--- config.mk ---
export PLATFORM = sky130hd
export DESIGN_NAME = p10_top
export DESIGN_NICKNAME = d
export VERILOG_FILES = /design/src/hdl/p10_pkg.sv /design/src/hdl/bcd_to_bin.sv /design/src/hdl/bin_to_bcd.sv /design/src/hdl/byte_fifo.sv /design/src/hdl/cmd_parser.sv /design/src/hdl/p10_top.sv /design/src/hdl/prm_table.sv /design/src/hdl/rsp_builder.sv
export SDC_FILE = /design/constraint.sdc
export NUM_CORES = 1
export LEC_CHECK = 0
export ABC_AREA = 1
export BUFFER_PORTS_ARGS = -buffer_cell sky130_fd_sc_hd__buf_2
export CELL_PAD_IN_SITES_DETAIL_PLACEMENT = 1
export CELL_PAD_IN_SITES_GLOBAL_PLACEMENT = 1
export CORE_MARGIN = 2
export CORE_UTILIZATION = 50
export CTS_CLUSTER_SIZE = 16
export DETAILED_ROUTE_END_ITERATION = 8
export GPL_TIMING_DRIVEN = 0
export HOLD_SLACK_MARGIN = 0.1
export PLACE_DENSITY_LB_ADDON = 0.1
export SKIP_LAST_GASP = 1
export SLEW_MARGIN = 20
export SYNTH_ARGS = -nofsm -noshare
export SYNTH_HDL_FRONTEND = slang
export SYNTH_SLANG_ARGS = --single-unit
--- constraint.sdc ---
create_clock -name clk -period 13.4 [get_ports clk]
set_input_delay 2.68 -clock clk [delete_from_list [all_inputs] [get_ports clk]]
set_output_delay 2.68 -clock clk [all_outputs]
set_load 0.01 [all_outputs]
--- src/hdl/p10_pkg.sv ---
// p10 shared protocol constants, field widths, types, state encodings and parameter table
`default_nettype none

package p10_pkg;

  typedef logic [7:0] byte_t;
  typedef logic [3:0] bcd_t;

  // maximum field lengths in characters
  localparam int CMD_LEN = 4;
  localparam int PRM_LEN = 8;
  localparam int DAT_LEN = 8;
  localparam int DAT_BITS = 27;  // enough for 99999999
  localparam int TXT_LEN = 26;   // longest reply text

  typedef bcd_t [DAT_LEN-1:0] dat_bcd_t;
  typedef logic [DAT_BITS-1:0] dat_bin_t;
  typedef byte_t [PRM_LEN-1:0] prm_name_t;  // right-aligned, zero-padded
  typedef byte_t [CMD_LEN-1:0] cmd_name_t;
  typedef byte_t [TXT_LEN-1:0] txt_t;
  typedef logic [$clog2(PRM_LEN+1)-1:0] fld_len_t;
  typedef logic [$clog2(DAT_BITS)-1:0] bit_idx_t;
  typedef logic [$clog2(TXT_LEN)-1:0] txt_pos_t;

  localparam int FIFO_DEPTH = 8;
  typedef logic [$clog2(FIFO_DEPTH+1)-1:0] fifo_cnt_t;

  localparam int PRM_COUNT = 4;
  typedef logic [$clog2(PRM_COUNT)-1:0] prm_idx_t;

  ////////////////////////////////////////////////////////////
  // protocol characters
  ////////////////////////////////////////////////////////////
  localparam byte_t START_RX = 8'h60;  // backtick
  localparam byte_t START_TX = ">";
  localparam byte_t CMD_DLM  = "-";
  localparam byte_t PRM_DLM  = ":";
  localparam byte_t DAT_DLM  = ";";

  localparam cmd_name_t CMD_SET_NAME = cmd_name_t'("set");
  localparam cmd_name_t CMD_GET_NAME = cmd_name_t'("get");

  typedef enum logic {cmd_set, cmd_get} cmd_kind_t;

  typedef enum logic [2:0] {
    err_none, err_cmd, err_prm, err_dat,
    err_not_found, err_read_only, err_low, err_high
  } err_t;

  typedef enum logic [2:0] {rx_idle, rx_cmd, rx_prm, rx_dat, rx_wait} rx_state_t;
  typedef enum logic [2:0] {
    prm_idle, prm_scan, prm_conv, prm_check, prm_read, prm_done
  } prm_state_t;
  typedef enum logic [3:0] {
    tx_idle, tx_start, tx_name, tx_text, tx_colon, tx_dig, tx_stop, tx_cr, tx_lf
  } tx_state_t;

  ////////////////////////////////////////////////////////////
  // parameter table
  ////////////////////////////////////////////////////////////
  localparam prm_name_t PRM_NAMES [PRM_COUNT] = '{
    prm_name_t'("freq"), prm_name_t'("gain"), prm_name_t'("temp"), prm_name_t'("mode")
  };
  localparam dat_bin_t PRM_MIN  [PRM_COUNT] = '{27'd10, 27'd0, 27'd0, 27'd0};
  localparam dat_bin_t PRM_MAX  [PRM_COUNT] = '{27'd50000, 27'd255, 27'd0, 27'd3};
  localparam logic     PRM_RW   [PRM_COUNT] = '{1'b1, 1'b1, 1'b0, 1'b1};  // temp is read-only
  localparam dat_bin_t PRM_INIT [PRM_COUNT] = '{27'd1000, 27'd16, 27'd25, 27'd0};

endpackage

`default_nettype wire

--- src/hdl/bcd_to_bin.sv ---
// iterative BCD to binary converter, one digit per cycle, msd first
`timescale 1ns/10ps
`default_nettype none

module bcd_to_bin import p10_pkg::*; (
  input  logic     clk,
  input  logic     fsm_rst,
  input  logic     start,
  input  dat_bcd_t bcd,
  output dat_bin_t bin,
  output logic     done
);

  dat_bcd_t sh;
  dat_bin_t acc;
  fld_len_t cnt;
  logic     busy;

  assign bin = acc;

  always_ff @(posedge clk) begin
    if (fsm_rst) begin
      busy <= 1'b0;
      done <= 1'b0;
    end else begin
      done <= 1'b0;
      if (start) begin
        busy <= 1'b1;
        cnt  <= '0;
      end else if (busy) begin
        cnt <= cnt + 1'b1;
        if (cnt == fld_len_t'(DAT_LEN-1)) begin
          busy <= 1'b0;
          done <= 1'b1;
        end
      end
    end
  end

  always_ff @(posedge clk) begin
    if (start) begin
      sh  <= bcd;
      acc <= '0;
    end else if (busy) begin
      acc <= (acc << 3) + (acc << 1) + dat_bin_t'(sh[DAT_LEN-1]);  // acc*10 + digit
      sh  <= {sh[DAT_LEN-2:0], 4'h0};
    end
  end

endmodule

`default_nettype wire

--- src/hdl/bin_to_bcd.sv ---
// double-dabble binary to BCD converter, one bit per cycle
`timescale 1ns/10ps
`default_nettype none

module bin_to_bcd import p10_pkg::*; (
  input  logic     clk,
  input  logic     fsm_rst,
  input  logic     start,
  input  dat_bin_t bin,
  output dat_bcd_t bcd,
  output logic     done
);

  dat_bin_t sh;
  logic [4*DAT_LEN-1:0] acc;
  logic [4*DAT_LEN-1:0] adj;
  bit_idx_t cnt;
  logic busy;

  assign bcd = acc;

  // add three to every digit above four before the shift
  always_comb begin
    for (int i = 0; i < DAT_LEN; i++) begin
      adj[4*i +: 4] = (acc[4*i +: 4] > 4'd4) ? acc[4*i +: 4] + 4'd3 : acc[4*i +: 4];
    end
  end

  always_ff @(posedge clk) begin
    if (fsm_rst) begin
      busy <= 1'b0;
      done <= 1'b0;
    end else begin
      done <= 1'b0;
      if (start) begin
        busy <= 1'b1;
        cnt  <= '0;
      end else if (busy) begin
        cnt <= cnt + 1'b1;
        if (cnt == bit_idx_t'(DAT_BITS-1)) begin
          busy <= 1'b0;
          done <= 1'b1;
        end
      end
    end
  end

  always_ff @(posedge clk) begin
    if (start) begin
      sh  <= bin;
      acc <= '0;
    end else if (busy) begin
      acc <= {adj[4*DAT_LEN-2:0], sh[DAT_BITS-1]};
      sh  <= sh << 1;
    end
  end

endmodule

`default_nettype wire

--- src/hdl/byte_fifo.sv ---
// synchronous first-word fall-through byte fifo
`timescale 1ns/10ps
`default_nettype none

module byte_fifo import p10_pkg::*; (
  input  logic  clk,
  input  logic  fsm_rst,
  input  logic  wr,
  input  byte_t din,
  input  logic  rd,
  output byte_t dout,
  output logic  empty,
  output logic  full
);

  byte_t mem [FIFO_DEPTH];
  logic [$clog2(FIFO_DEPTH)-1:0] wr_ptr;
  logic [$clog2(FIFO_DEPTH)-1:0] rd_ptr;
  fifo_cnt_t cnt;
  logic push;
  logic pop;

  assign push  = wr && !full;  // write to a full fifo is dropped
  assign pop   = rd && !empty;
  assign empty = (cnt == '0);
  assign full  = (cnt == fifo_cnt_t'(FIFO_DEPTH));
  assign dout  = mem[rd_ptr];

  always_ff @(posedge clk) begin
    if (push) mem[wr_ptr] <= din;
  end

  always_ff @(posedge clk) begin
    if (fsm_rst) begin
      wr_ptr <= '0;
      rd_ptr <= '0;
      cnt    <= '0;
    end else begin
      if (push) wr_ptr <= wr_ptr + 1'b1;  // depth is a power of two, pointers wrap
      if (pop) rd_ptr <= rd_ptr + 1'b1;
      case ({push, pop})
        2'b10:   cnt <= cnt + 1'b1;
        2'b01:   cnt <= cnt - 1'b1;
        default: ;
      endcase
    end
  end

endmodule

`default_nettype wire

--- src/hdl/cmd_parser.sv ---
// command parser, splits a request into kind, name and BCD digits and flags syntax errors
`timescale 1ns/10ps
`default_nettype none

module cmd_parser import p10_pkg::*; (
  input  logic      clk,
  input  logic      fsm_rst,
  input  logic      cmd_clear,
  input  byte_t     rx_byte,
  input  logic      rx_avail,
  output logic      rx_pop,
  output logic      req_valid,
  output cmd_kind_t cmd_kind,
  output prm_name_t prm_name,
  output dat_bcd_t  dat_bcd,
  output logic      parse_err_valid,
  output err_t      parse_err
);

  rx_state_t state;
  err_t      err;        // first error of the current command
  err_t      byte_err;
  err_t      first_err;
  cmd_name_t cmd_buf;
  fld_len_t  len;
  logic      is_digit;

  assign rx_pop   = rx_avail && (state != rx_wait);
  assign is_digit = (rx_byte >= "0") && (rx_byte <= "9");

  // error caused by the byte at the fifo head
  always_comb begin
    byte_err = err_none;
    case (state)
      rx_cmd: begin
        if (rx_byte == CMD_DLM) begin
          if (cmd_buf != CMD_SET_NAME && cmd_buf != CMD_GET_NAME) byte_err = err_cmd;
        end else if (rx_byte == DAT_DLM || len == fld_len_t'(CMD_LEN)) begin
          byte_err = err_cmd;  // no name, or too long
        end
      end
      rx_prm: begin
        if (rx_byte == PRM_DLM) begin
          if (cmd_kind == cmd_get) byte_err = err_dat;
        end else if (rx_byte == DAT_DLM) begin
          if (cmd_kind == cmd_set) byte_err = err_dat;  // set without a value
        end else if (len == fld_len_t'(PRM_LEN)) begin
          byte_err = err_prm;
        end
      end
      rx_dat: begin
        if (rx_byte == DAT_DLM) begin
          if (len == '0) byte_err = err_dat;
        end else if (!is_digit || len == fld_len_t'(DAT_LEN)) begin
          byte_err = err_dat;
        end
      end
      default: ;
    endcase
  end

  assign first_err = (err != err_none) ? err : byte_err;

  always_ff @(posedge clk) begin
    if (fsm_rst) begin
      state           <= rx_idle;
      err             <= err_none;
      req_valid       <= 1'b0;
      parse_err_valid <= 1'b0;
    end else begin
      req_valid       <= 1'b0;
      parse_err_valid <= 1'b0;
      if (state == rx_wait) begin
        if (cmd_clear) state <= rx_idle;
      end else if (rx_pop) begin
        if (state != rx_idle && rx_byte == DAT_DLM) begin
          // end of request, report at the semicolon
          state           <= rx_wait;
          req_valid       <= (first_err == err_none);
          parse_err_valid <= (first_err != err_none);
          parse_err       <= first_err;
        end else begin
          if (state != rx_idle) err <= first_err;
          case (state)
            rx_idle: if (rx_byte == START_RX) begin
              state    <= rx_cmd;
              err      <= err_none;
              len      <= '0;
              cmd_buf  <= '0;
              prm_name <= '0;
              dat_bcd  <= '0;
            end
            rx_cmd: if (rx_byte == CMD_DLM) begin
              state    <= rx_prm;
              len      <= '0;
              cmd_kind <= (cmd_buf == CMD_GET_NAME) ? cmd_get : cmd_set;
            end else if (len != fld_len_t'(CMD_LEN)) begin
              cmd_buf <= {cmd_buf[CMD_LEN-2:0], rx_byte};
              len     <= len + 1'b1;
            end
            rx_prm: if (rx_byte == PRM_DLM) begin
              state <= rx_dat;
              len   <= '0;
            end else if (len != fld_len_t'(PRM_LEN)) begin
              prm_name <= {prm_name[PRM_LEN-2:0], rx_byte};
              len      <= len + 1'b1;
            end
            default: if (is_digit && len != fld_len_t'(DAT_LEN)) begin
              dat_bcd <= {dat_bcd[DAT_LEN-2:0], rx_byte[3:0]};
              len     <= len + 1'b1;
            end
          endcase
        end
      end
    end
  end

endmodule

`default_nettype wire

--- src/hdl/p10_top.sv ---
// p10 top level, byte fifos, credit handling and the command path
`timescale 1ns/10ps
`default_nettype none

module p10_top import p10_pkg::*; (
  input  logic  clk,
  input  logic  fsm_rst,
  input  byte_t rxd,
  input  logic  rxv,
  output logic  rx_credit,
  output byte_t txd,
  output logic  txv,
  input  logic  tx_credit
);

  byte_t     rx_byte;
  logic      rx_empty;
  logic      rx_full;
  logic      rx_pop;
  byte_t     tx_byte;
  logic      tx_wr;
  logic      tx_empty;
  logic      tx_full;
  logic [7:0] tx_cred;  // wider than the fifo, host may grant ahead
  logic      req_valid;
  cmd_kind_t cmd_kind;
  prm_name_t prm_name;
  dat_bcd_t  dat_bcd;
  logic      parse_err_valid;
  err_t      parse_err;
  logic      rsp_valid;
  err_t      rsp_err;
  dat_bcd_t  rsp_bcd;
  logic      cmd_clear;

  byte_fifo rx_fifo (
    .clk (clk), .fsm_rst (fsm_rst), .wr (rxv), .din (rxd),
    .rd (rx_pop), .dout (rx_byte), .empty (rx_empty), .full (rx_full)
  );

  byte_fifo tx_fifo (
    .clk (clk), .fsm_rst (fsm_rst), .wr (tx_wr), .din (tx_byte),
    .rd (txv), .dout (txd), .empty (tx_empty), .full (tx_full)
  );

  cmd_parser u_cmd_parser (
    .clk (clk), .fsm_rst (fsm_rst), .cmd_clear (cmd_clear),
    .rx_byte (rx_byte), .rx_avail (!rx_empty), .rx_pop (rx_pop),
    .req_valid (req_valid), .cmd_kind (cmd_kind), .prm_name (prm_name), .dat_bcd (dat_bcd),
    .parse_err_valid (parse_err_valid), .parse_err (parse_err)
  );

  prm_table u_prm_table (
    .clk (clk), .fsm_rst (fsm_rst), .cmd_clear (cmd_clear), .req_valid (req_valid),
    .cmd_kind (cmd_kind), .prm_name (prm_name), .dat_bcd (dat_bcd),
    .rsp_valid (rsp_valid), .rsp_err (rsp_err), .rsp_bcd (rsp_bcd)
  );

  rsp_builder u_rsp_builder (
    .clk (clk), .fsm_rst (fsm_rst),
    .parse_err_valid (parse_err_valid), .parse_err (parse_err),
    .rsp_valid (rsp_valid), .rsp_err (rsp_err), .rsp_bcd (rsp_bcd),
    .prm_name (prm_name), .cmd_kind (cmd_kind), .tx_full (tx_full),
    .tx_wr (tx_wr), .tx_byte (tx_byte), .cmd_clear (cmd_clear)
  );

  ////////////////////////////////////////////////////////////
  // credits
  ////////////////////////////////////////////////////////////
  assign txv = (tx_cred != '0) && !tx_empty;

  always_ff @(posedge clk) begin
    if (fsm_rst) begin
      tx_cred   <= '0;
      rx_credit <= 1'b0;
    end else begin
      rx_credit <= rx_pop;  // one credit back per consumed byte
      case ({tx_credit, txv})
        2'b10:   tx_cred <= tx_cred + 1'b1;
        2'b01:   tx_cred <= tx_cred - 1'b1;
        default: ;  // grant and send cancel out
      endcase
    end
  end

endmodule

`default_nettype wire

--- src/hdl/prm_table.sv ---
// parameter table, name lookup, access and limit checks, and value RAM
`timescale 1ns/10ps
`default_nettype none

module prm_table import p10_pkg::*; (
  input  logic      clk,
  input  logic      fsm_rst,
  input  logic      cmd_clear,
  input  logic      req_valid,
  input  cmd_kind_t cmd_kind,
  input  prm_name_t prm_name,
  input  dat_bcd_t  dat_bcd,
  output logic      rsp_valid,
  output err_t      rsp_err,
  output dat_bcd_t  rsp_bcd
);

  dat_bin_t   ram [PRM_COUNT];
  prm_state_t state;
  prm_idx_t   idx;
  dat_bin_t   set_bin;
  logic       hit;
  logic       set_start;
  logic       set_done;
  logic       get_start;
  logic       get_done;

  assign hit       = (PRM_NAMES[idx] == prm_name);
  assign set_start = (state == prm_scan) && hit && (cmd_kind == cmd_set);
  assign get_start = (state == prm_scan) && hit && (cmd_kind == cmd_get);

  bcd_to_bin u_bcd_to_bin (
    .clk     (clk),
    .fsm_rst (fsm_rst),
    .start   (set_start),
    .bcd     (dat_bcd),
    .bin     (set_bin),
    .done    (set_done)
  );

  bin_to_bcd u_bin_to_bcd (
    .clk     (clk),
    .fsm_rst (fsm_rst),
    .start   (get_start),
    .bin     (ram[idx]),
    .bcd     (rsp_bcd),
    .done    (get_done)
  );

  always_ff @(posedge clk) begin
    if (fsm_rst) begin
      state     <= prm_idle;
      rsp_valid <= 1'b0;
      ram       <= PRM_INIT;
    end else begin
      rsp_valid <= 1'b0;
      if (cmd_clear) begin
        state <= prm_idle;
      end else begin
        case (state)
          prm_idle: if (req_valid) begin
            idx   <= '0;
            state <= prm_scan;
          end
          prm_scan: if (hit) begin
            state <= (cmd_kind == cmd_set) ? prm_conv : prm_read;
          end else if (idx == prm_idx_t'(PRM_COUNT-1)) begin
            rsp_err   <= err_not_found;
            rsp_valid <= 1'b1;
            state     <= prm_done;
          end else begin
            idx <= idx + 1'b1;
          end
          prm_conv: if (set_done) state <= prm_check;
          prm_check: begin
            rsp_valid <= 1'b1;
            state     <= prm_done;
            if (!PRM_RW[idx]) rsp_err <= err_read_only;
            else if (set_bin < PRM_MIN[idx]) rsp_err <= err_low;
            else if (set_bin > PRM_MAX[idx]) rsp_err <= err_high;
            else begin
              rsp_err  <= err_none;
              ram[idx] <= set_bin;
            end
          end
          prm_read: if (get_done) begin
            rsp_err   <= err_none;
            rsp_valid <= 1'b1;
            state     <= prm_done;
          end
          default: ;  // hold until the reply is out
        endcase
      end
    end
  end

endmodule

`default_nettype wire

--- src/hdl/rsp_builder.sv ---
// reply builder, formats the response and writes it byte by byte into the tx fifo
`timescale 1ns/10ps
`default_nettype none

module rsp_builder import p10_pkg::*; (
  input  logic      clk,
  input  logic      fsm_rst,
  input  logic      parse_err_valid,
  input  err_t      parse_err,
  input  logic      rsp_valid,
  input  err_t      rsp_err,
  input  dat_bcd_t  rsp_bcd,
  input  prm_name_t prm_name,
  input  cmd_kind_t cmd_kind,
  input  logic      tx_full,
  output logic      tx_wr,
  output byte_t     tx_byte,
  output logic      cmd_clear
);

  tx_state_t state;
  err_t      err;
  txt_t      str;   // name or text, sent from the top byte, zero bytes skipped
  dat_bcd_t  dig;
  txt_pos_t  pos;
  logic      lead;  // still inside the leading zeros
  logic      skip;
  logic      adv;

  // reply texts, right-aligned and zero-padded
  function automatic txt_t err_text(input err_t e);
    case (e)
      err_none:      return txt_t'(": parameter set");
      err_cmd:       return txt_t'("error: bad command");
      err_prm:       return txt_t'("error: bad parameter");
      err_dat:       return txt_t'("error: bad data");
      err_not_found: return txt_t'("error: parameter not found");
      err_read_only: return txt_t'("error: read-only");
      err_low:       return txt_t'("error: value too low");
      default:       return txt_t'("error: value too high");
    endcase
  endfunction

  always_comb begin
    tx_byte = 8'h00;
    skip    = 1'b0;
    case (state)
      tx_start: tx_byte = START_TX;
      tx_name, tx_text: begin
        tx_byte = str[pos];
        skip    = (str[pos] == 8'h00);  // zero padding
      end
      tx_colon: tx_byte = PRM_DLM;
      tx_dig: begin
        tx_byte = {4'h3, dig[DAT_LEN-1]};
        skip    = lead && (dig[DAT_LEN-1] == 4'h0) && (pos != '0);
      end
      tx_stop: tx_byte = DAT_DLM;
      tx_cr:   tx_byte = 8'h0d;
      tx_lf:   tx_byte = 8'h0a;
      default: ;
    endcase
  end

  assign adv   = (state != tx_idle) && (skip || !tx_full);
  assign tx_wr = (state != tx_idle) && !skip && !tx_full;

  always_ff @(posedge clk) begin
    if (fsm_rst) begin
      state     <= tx_idle;
      cmd_clear <= 1'b0;
    end else begin
      cmd_clear <= 1'b0;
      case (state)
        tx_idle: if (parse_err_valid || rsp_valid) begin
          state <= tx_start;
          err   <= parse_err_valid ? parse_err : rsp_err;
          dig   <= rsp_bcd;
        end
        tx_start: if (adv) begin
          pos <= txt_pos_t'(TXT_LEN-1);
          if (err == err_none) begin
            state <= tx_name;
            str   <= txt_t'(prm_name);
          end else begin
            state <= tx_text;
            str   <= err_text(err);
          end
        end
        tx_name: if (adv) begin
          if (pos != '0) begin
            pos <= pos - 1'b1;
          end else if (cmd_kind == cmd_get) begin
            state <= tx_colon;
          end else begin
            state <= tx_text;
            str   <= err_text(err_none);
            pos   <= txt_pos_t'(TXT_LEN-1);
          end
        end
        tx_text: if (adv) begin
          if (pos != '0) pos <= pos - 1'b1;
          else state <= tx_stop;
        end
        tx_colon: if (adv) begin
          state <= tx_dig;
          pos   <= txt_pos_t'(DAT_LEN-1);
          lead  <= 1'b1;
        end
        tx_dig: if (adv) begin
          dig  <= {dig[DAT_LEN-2:0], 4'h0};
          lead <= skip;  // cleared by the first digit sent
          if (pos != '0) pos <= pos - 1'b1;
          else state <= tx_stop;
        end
        tx_stop: if (adv) state <= tx_cr;
        tx_cr:   if (adv) state <= tx_lf;
        tx_lf: if (adv) begin
          state     <= tx_idle;
          cmd_clear <= 1'b1;  // releases parser and table
        end
        default: state <= tx_idle;
      endcase
    end
  end

endmodule

`default_nettype wire

# [Yosys cells after proc, flatten, opt, wreduce, memory -nomap -nowiden]
# Memory sizes are Yosys's and may differ from the RTL's. A register that Yosys moved wholly into a read port is not among the register bits.
# Cells that the tools add are included.
# W data, S select, Z words.
[word_totals] ff_bits=675 mem_bits_rw=128 out_inout_bits=10 wordCells=478 memories=2
[mem_list] name="rx_fifo.mem" depth=8 word_bits=8 read_ports=1 rd_ports_with_merged_regs=1 wr=1 line="byte_fifo.sv:16" source="byte_t mem [FIFO_DEPTH];"
[mem_list] name="tx_fifo.mem" depth=8 word_bits=8 read_ports=1 rd_ports_with_merged_regs=1 wr=1 line="byte_fifo.sv:16"
[classes] addsub=25 n_lt_le_gt_ge=15 n_eq_ne=78 muxes=155 n_bitwise=13 reduce_logical=91
[ops] operator="$pmux W207 S6" n=1
[ops] operator="$mux W208" n=5
[ops] operator="$pmux W208 S2" n=1
[ops] operator="$mux W64" n=5
[ops] operator="$mux W32" n=8
[ops] operator="$mux W27" n=9
[ops] operator="$pmux W32 S2" n=3
[ops] operator="$bmux W27 S2" n=3
[ops] operator="$bmux W64 S2" n=1
[ops] operator="$pmux W64 S2" n=1
[ops] operator="$bwmux W108" n=1
[ops] operator="$mux W3" n=34
[ops] operator="$mux W4" n=24
[ops] operator="$eq A64 B64 Y1" n=1
[ops] operator="$ne A32 B23 Y1 const B" n=2
[ops] operator="$pmux W8 S7" n=1
[ops] operator="$demux W27 S2" n=1
[ops] operator="$bmux W8 S5" n=1
[ops] operator="$mux W5" n=8
[ops] operator="$eq A32 B23 Y1 const B" n=1
[ops] operator="$gt A4 B3 Y1 const B" n=8
[ops] operator="$pmux W4 S8" n=1
[ops] operator="$reduce_and A8 Y1" n=4
[ops] operator="$reduce_and A6 Y1" n=5
[ops] operator="74 further kinds" n=248

# [Logic depth before layout (Yosys ltp)]
[depth] depth_word=11 depth_mapped=25 mapped_depth_nobuf=24

# [By module]
# A second synthesis with hierarchy kept.
[hier_totals] cells_unflattened=4313 area_unflattened_um2=35934.5
[modules_own_cells] module="rsp_builder" n_inst=1 cells_per_inst=1024 area_per_inst_um2=8341.8 seq_area_each_um2=4604.4
[modules_own_cells] module="byte_fifo" n_inst=2 cells_per_inst=276 area_per_inst_um2=3218.1 seq_area_each_um2=2182.1
[modules_own_cells] module="prm_table" n_inst=1 cells_per_inst=927 area_per_inst_um2=6164.7 seq_area_each_um2=2392.3
[modules_own_cells] module="cmd_parser" n_inst=1 cells_per_inst=587 area_per_inst_um2=6149.6 seq_area_each_um2=4244.1
[modules_own_cells] module="bcd_to_bin" n_inst=1 cells_per_inst=664 area_per_inst_um2=4594.4 seq_area_each_um2=1661.6
[modules_own_cells] module="bin_to_bcd" n_inst=1 cells_per_inst=457 area_per_inst_um2=3522.1 seq_area_each_um2=1641.6
[modules_own_cells] module="p10_top" n_inst=1 cells_per_inst=102 area_per_inst_um2=725.7 seq_area_each_um2=180.2

# [Least setup slack after synthesis]
# Ideal clock, no wire load.
[synth_path] path_type="input to register" start="in fsm_rst" end="reg u_rsp_builder.str[0] (netlist bit), enable pin" t_arrival_ns=11.396 required_ns=12.661 slack_ns=1.265 cell_stages=5 path_buffers=2 cell_sequence="clkbuf_1 inv_1 clkbuf_1 nand3_1 a211oi_1"
[synth_via] elab_chain_cells=2
[synth_rtl] item="start, declared" line="p10_top.sv:7" source="input logic fsm_rst,"
[synth_rtl] item="$not A1 Y1 (no source line)"
[synth_rtl] item="$reduce_and A6 Y1 (no source line)"
[synth_rtl] item="end signal, assigned" line="rsp_builder.sv:84" source="str <= txt_t'(prm_name);"
[synth_rtl] item="end signal, assigned" line="rsp_builder.sv:87" source="str <= err_text(err);"
[synth_rtl] item="end signal, assigned" line="rsp_builder.sv:97" source="str <= err_text(err_none);"
[synth_rtl] item="end, declared" line="rsp_builder.sv:23" source="txt_t str;"
# No other way between the ends.
# A chain may end at the register's enable or synchronous reset.

# [Worst setup path in the final report]
[layout_path] start="in fsm_rst" end="reg u_rsp_builder.str[62] (netlist bit), enable pin"
# Same word-level chain as after synthesis.

==> flow_summary.toml <==
[outcome]
status = "finished clean"

[timing]
final-setup-viol-count = 0
rsz0062_at_grt = "no"
finalCriticalPeriod_ps = 5510
tightestPinTransition_ps = 1080
slew_headroom = 0.278
finClkSkew_ps = 33.5
fin_crit_sh = 0.411
fin_ws_ps = 7890
setup_tns_ps = 0
max_freq_ghz = 0.181
drv_slew = 0
hold_viol_final = 0

[drt]
drc = 0
drt_first_pass_iters = 5
drt_wl_total_um = 99200
viasPerCell = 5.54
avgRoutedWirePerCell_um = 20.5
vias = 26800
drtIter0Drc = 1685
final_antenna_net_count = 0

[critical_path]
cp-start-kind = "input pin"
max_stage_delay_ps = 600
critPathSlowestCell = "a211oi_4"
path_max_fanout = 16
worstPathArrival_ps = 5840
critPathRequiredTime_ps = 13730
crit_top_cell = "buf_6"
critPathCaptureType = "flip-flop"
cp_cell_sequence = "clkbuf_1, inv_1, clkbuf_2, nand3_1, a211oi_4, buf_6, buf_6, buf_8, buf_6"
r2r_cells = 16
criticalPathCategory = "input pin to flip-flop"

[synth]
syn_area_mm2 = 0.0340
yosys-top-cells-area = "edfxtp_1 (43%), dfxtp_1 (13%), inv_1 (6.6%), nor2_1 (6.6%), nand2_1 (6.2%)"
ys_types = 60
synth.net_count = 3908
ys_warn_count = 0
synth_area_leader_cell = "edfxtp_1"
synth.avg_cell_area_um2 = 8.98
synth_top_cell_area_share = 0.430
ys_seq_elements = 710
yosys.cell_count.top_type = "inv_1"
seq_area_frac_synth = 0.562
netlist_top_cells_count = "inv_1 (601), nor2_1 (595), nand2_1 (563)"
yosys_most_used_dff = "edfxtp_1"
synth-edff-count = 487
synthCells = 3783
async_reset_ff_frac = 0

[floorplanning]
die_h_um = 265
start_util = 0.505
dieArea_mm2 = 0.0701
coreArea_mm2 = 0.0673
ioPinCount = 22
rows = 95
die_w_um = 265

[global_routing]
grt_pass1_vias = 28700
antenna_found_initial = 2
grt_max_degree = 34
grt_pass1_wl_um = 157000
grtUsageTotal = 0.286
grt_overflow = 0

[power]
power.density_mw_per_mm2 = 182
leakagePower_nw = 16.5
ir_drop_v = 0.000128

[cells_and_area]
drive_gt1_frac = 0.0693
fin_util = 0.567
final_cells = 4840
final_cell_area_mm2 = 0.0382
final_nets = 4025
area_delta_synth_final_pct = 12.3

[clock_tree]
cts_setup_buffers = 0
postCtsResizedCells = 0
cts_sinks = 710
numCtsBuffers = 78
htreeDepth = 3
cts_root_buffer = "clkbuf_16"
holdBufCountCts = 0
cts_tree = "done"
cts_buffer_depth = 3
path_clk_slew_ps = 60
insertion_delay_ps = 640

[job]
maxCapViolCount = 0

[placed_design]
place_congestion = 0.982
hpwl_um = 72100
dpl.cell_count = 4693
place_area_mm2 = 0.0355
port_buffers = 20
place_ws_ps = 7320

[min_path]
min_path_type = "flip-flop to flip-flop"
whs_path_depth = 2
[sequential cells by signal, indices dropped and copies added (netlist names), 4 cells and up, named ones only]
| signal | flops |
|---|---|
| u_rsp_builder.str | 109 |
| u_prm_table.ram | 108 |
| rx_fifo.mem | 64 |
| tx_fifo.mem | 64 |
| u_cmd_parser.prm_name | 64 |
| u_cmd_parser.cmd_buf | 32 |
| u_cmd_parser.dat_bcd | 32 |
| u_prm_table.u_bcd_to_bin.sh | 32 |
| u_prm_table.u_bin_to_bcd.bcd | 32 |
| u_rsp_builder.dig | 32 |
| u_prm_table.u_bcd_to_bin.bin | 27 |
| u_prm_table.u_bin_to_bcd.sh | 27 |
| tx_cred | 8 |
| u_prm_table.u_bin_to_bcd.cnt | 5 |
| u_rsp_builder.pos | 5 |
| rx_fifo.cnt | 4 |
| tx_fifo.cnt | 4 |
| u_cmd_parser.len | 4 |
| u_prm_table.u_bcd_to_bin.cnt | 4 |
| u_rsp_builder.state | 4 |
[stage by stage]
step	hold WS, ps	power (mW)
after global placement	408	4.58
after CTS	425	6.96
after floorplan	400	4.04
after global routing	438	7.27
after detailed placement	415	4.71
final	427	6.93
[routing by layer]
| layer | share of wire | track usage | up-vias |
|---|---|---|---|
| li1 | - | - | 12800 |
| met1 | 0.41 | 0.349 | 13200 |
| met2 | 0.50 | 0.505 | 621 |
| met3 | 0.048 | 0.0467 | 219 |
| met4 | 0.038 | 0.113 | 0 |
| met5 | 0 | 0 | - |
[where the power goes]
part           switching (mW)  internal [mW]  total (mW)
combinational            1.38          0.547        1.92
sequential              0.109           2.66        2.77
clock                   0.939           1.30        2.24
[cell type report]
cell class | instances | area [um2]
antenna | 1 | 2.50
buffer | 153 | 723
clock buffer | 104 | 2170
clock inverter | 42 | 500
fill | 7731 | 29100
inverter | 617 | 2320
multi-input combinational | 2303 | 11900
sequential | 710 | 19100
tap | 873 | 1090
timing repair buffer | 37 | 332
[cells by family (layout without fill, tap and decap cells)]
kind of cell | Yosys count | in the layout | share of synthesized area
buf+inv | 770 | 953 | 0.0895
compound gates | 681 | 681 | 0.113
xor+xnor | 36 | 36 | 0.00928
simple gates | 1447 | 1447 | 0.176
flops | 710 | 710 | 0.562
other cells | 0 | 1 | 0
mux | 26 | 26 | 0.00766
fa+ha+maj | 113 | 113 | 0.0427
[critical path: cells and delay by family]
| kind | cells | cell delay (ps) |
|---|---|---|
| buffers and inverters | 7 | 2210 |
| AOI/OAI and AO/OA | 1 | 600 |
| and+or+nand+nor | 1 | 290 |
[layout by cell type (no fill, tap or decap), types with 29 or more instances in the layout]
cell type  instances
dfxtp_1          223
nand4_1           44
nor3_1            29
clkbuf_16         81
a21oi_1          143
edfxtp_1         487
ha_1             108
o211ai_1          29
nand2_1          561
inv_1            601
nand3_1          142
o21ai_0          345
nor2_1           594
o21ai_1           35
o22ai_1           32
clkbuf_1         115
buf_2             47
[path summary, 6_finish.rpt]
| path | from | to | slack, ps |
|---|---|---|---|
| worst max-delay path | fsm_rst | u_rsp_builder.str[62] | 7890 |
| worst min-delay path | u_prm_table.ram[39] | u_prm_table.ram[39] | 430 |
| worst max register to register | u_prm_table.idx[1] | u_prm_table.u_bin_to_bcd.sh[14] | 8260 |
| worst min register to register | u_prm_table.ram[39] | u_prm_table.ram[39] | 430 |
No activity file was read; power rests on OpenSTA's default activity.
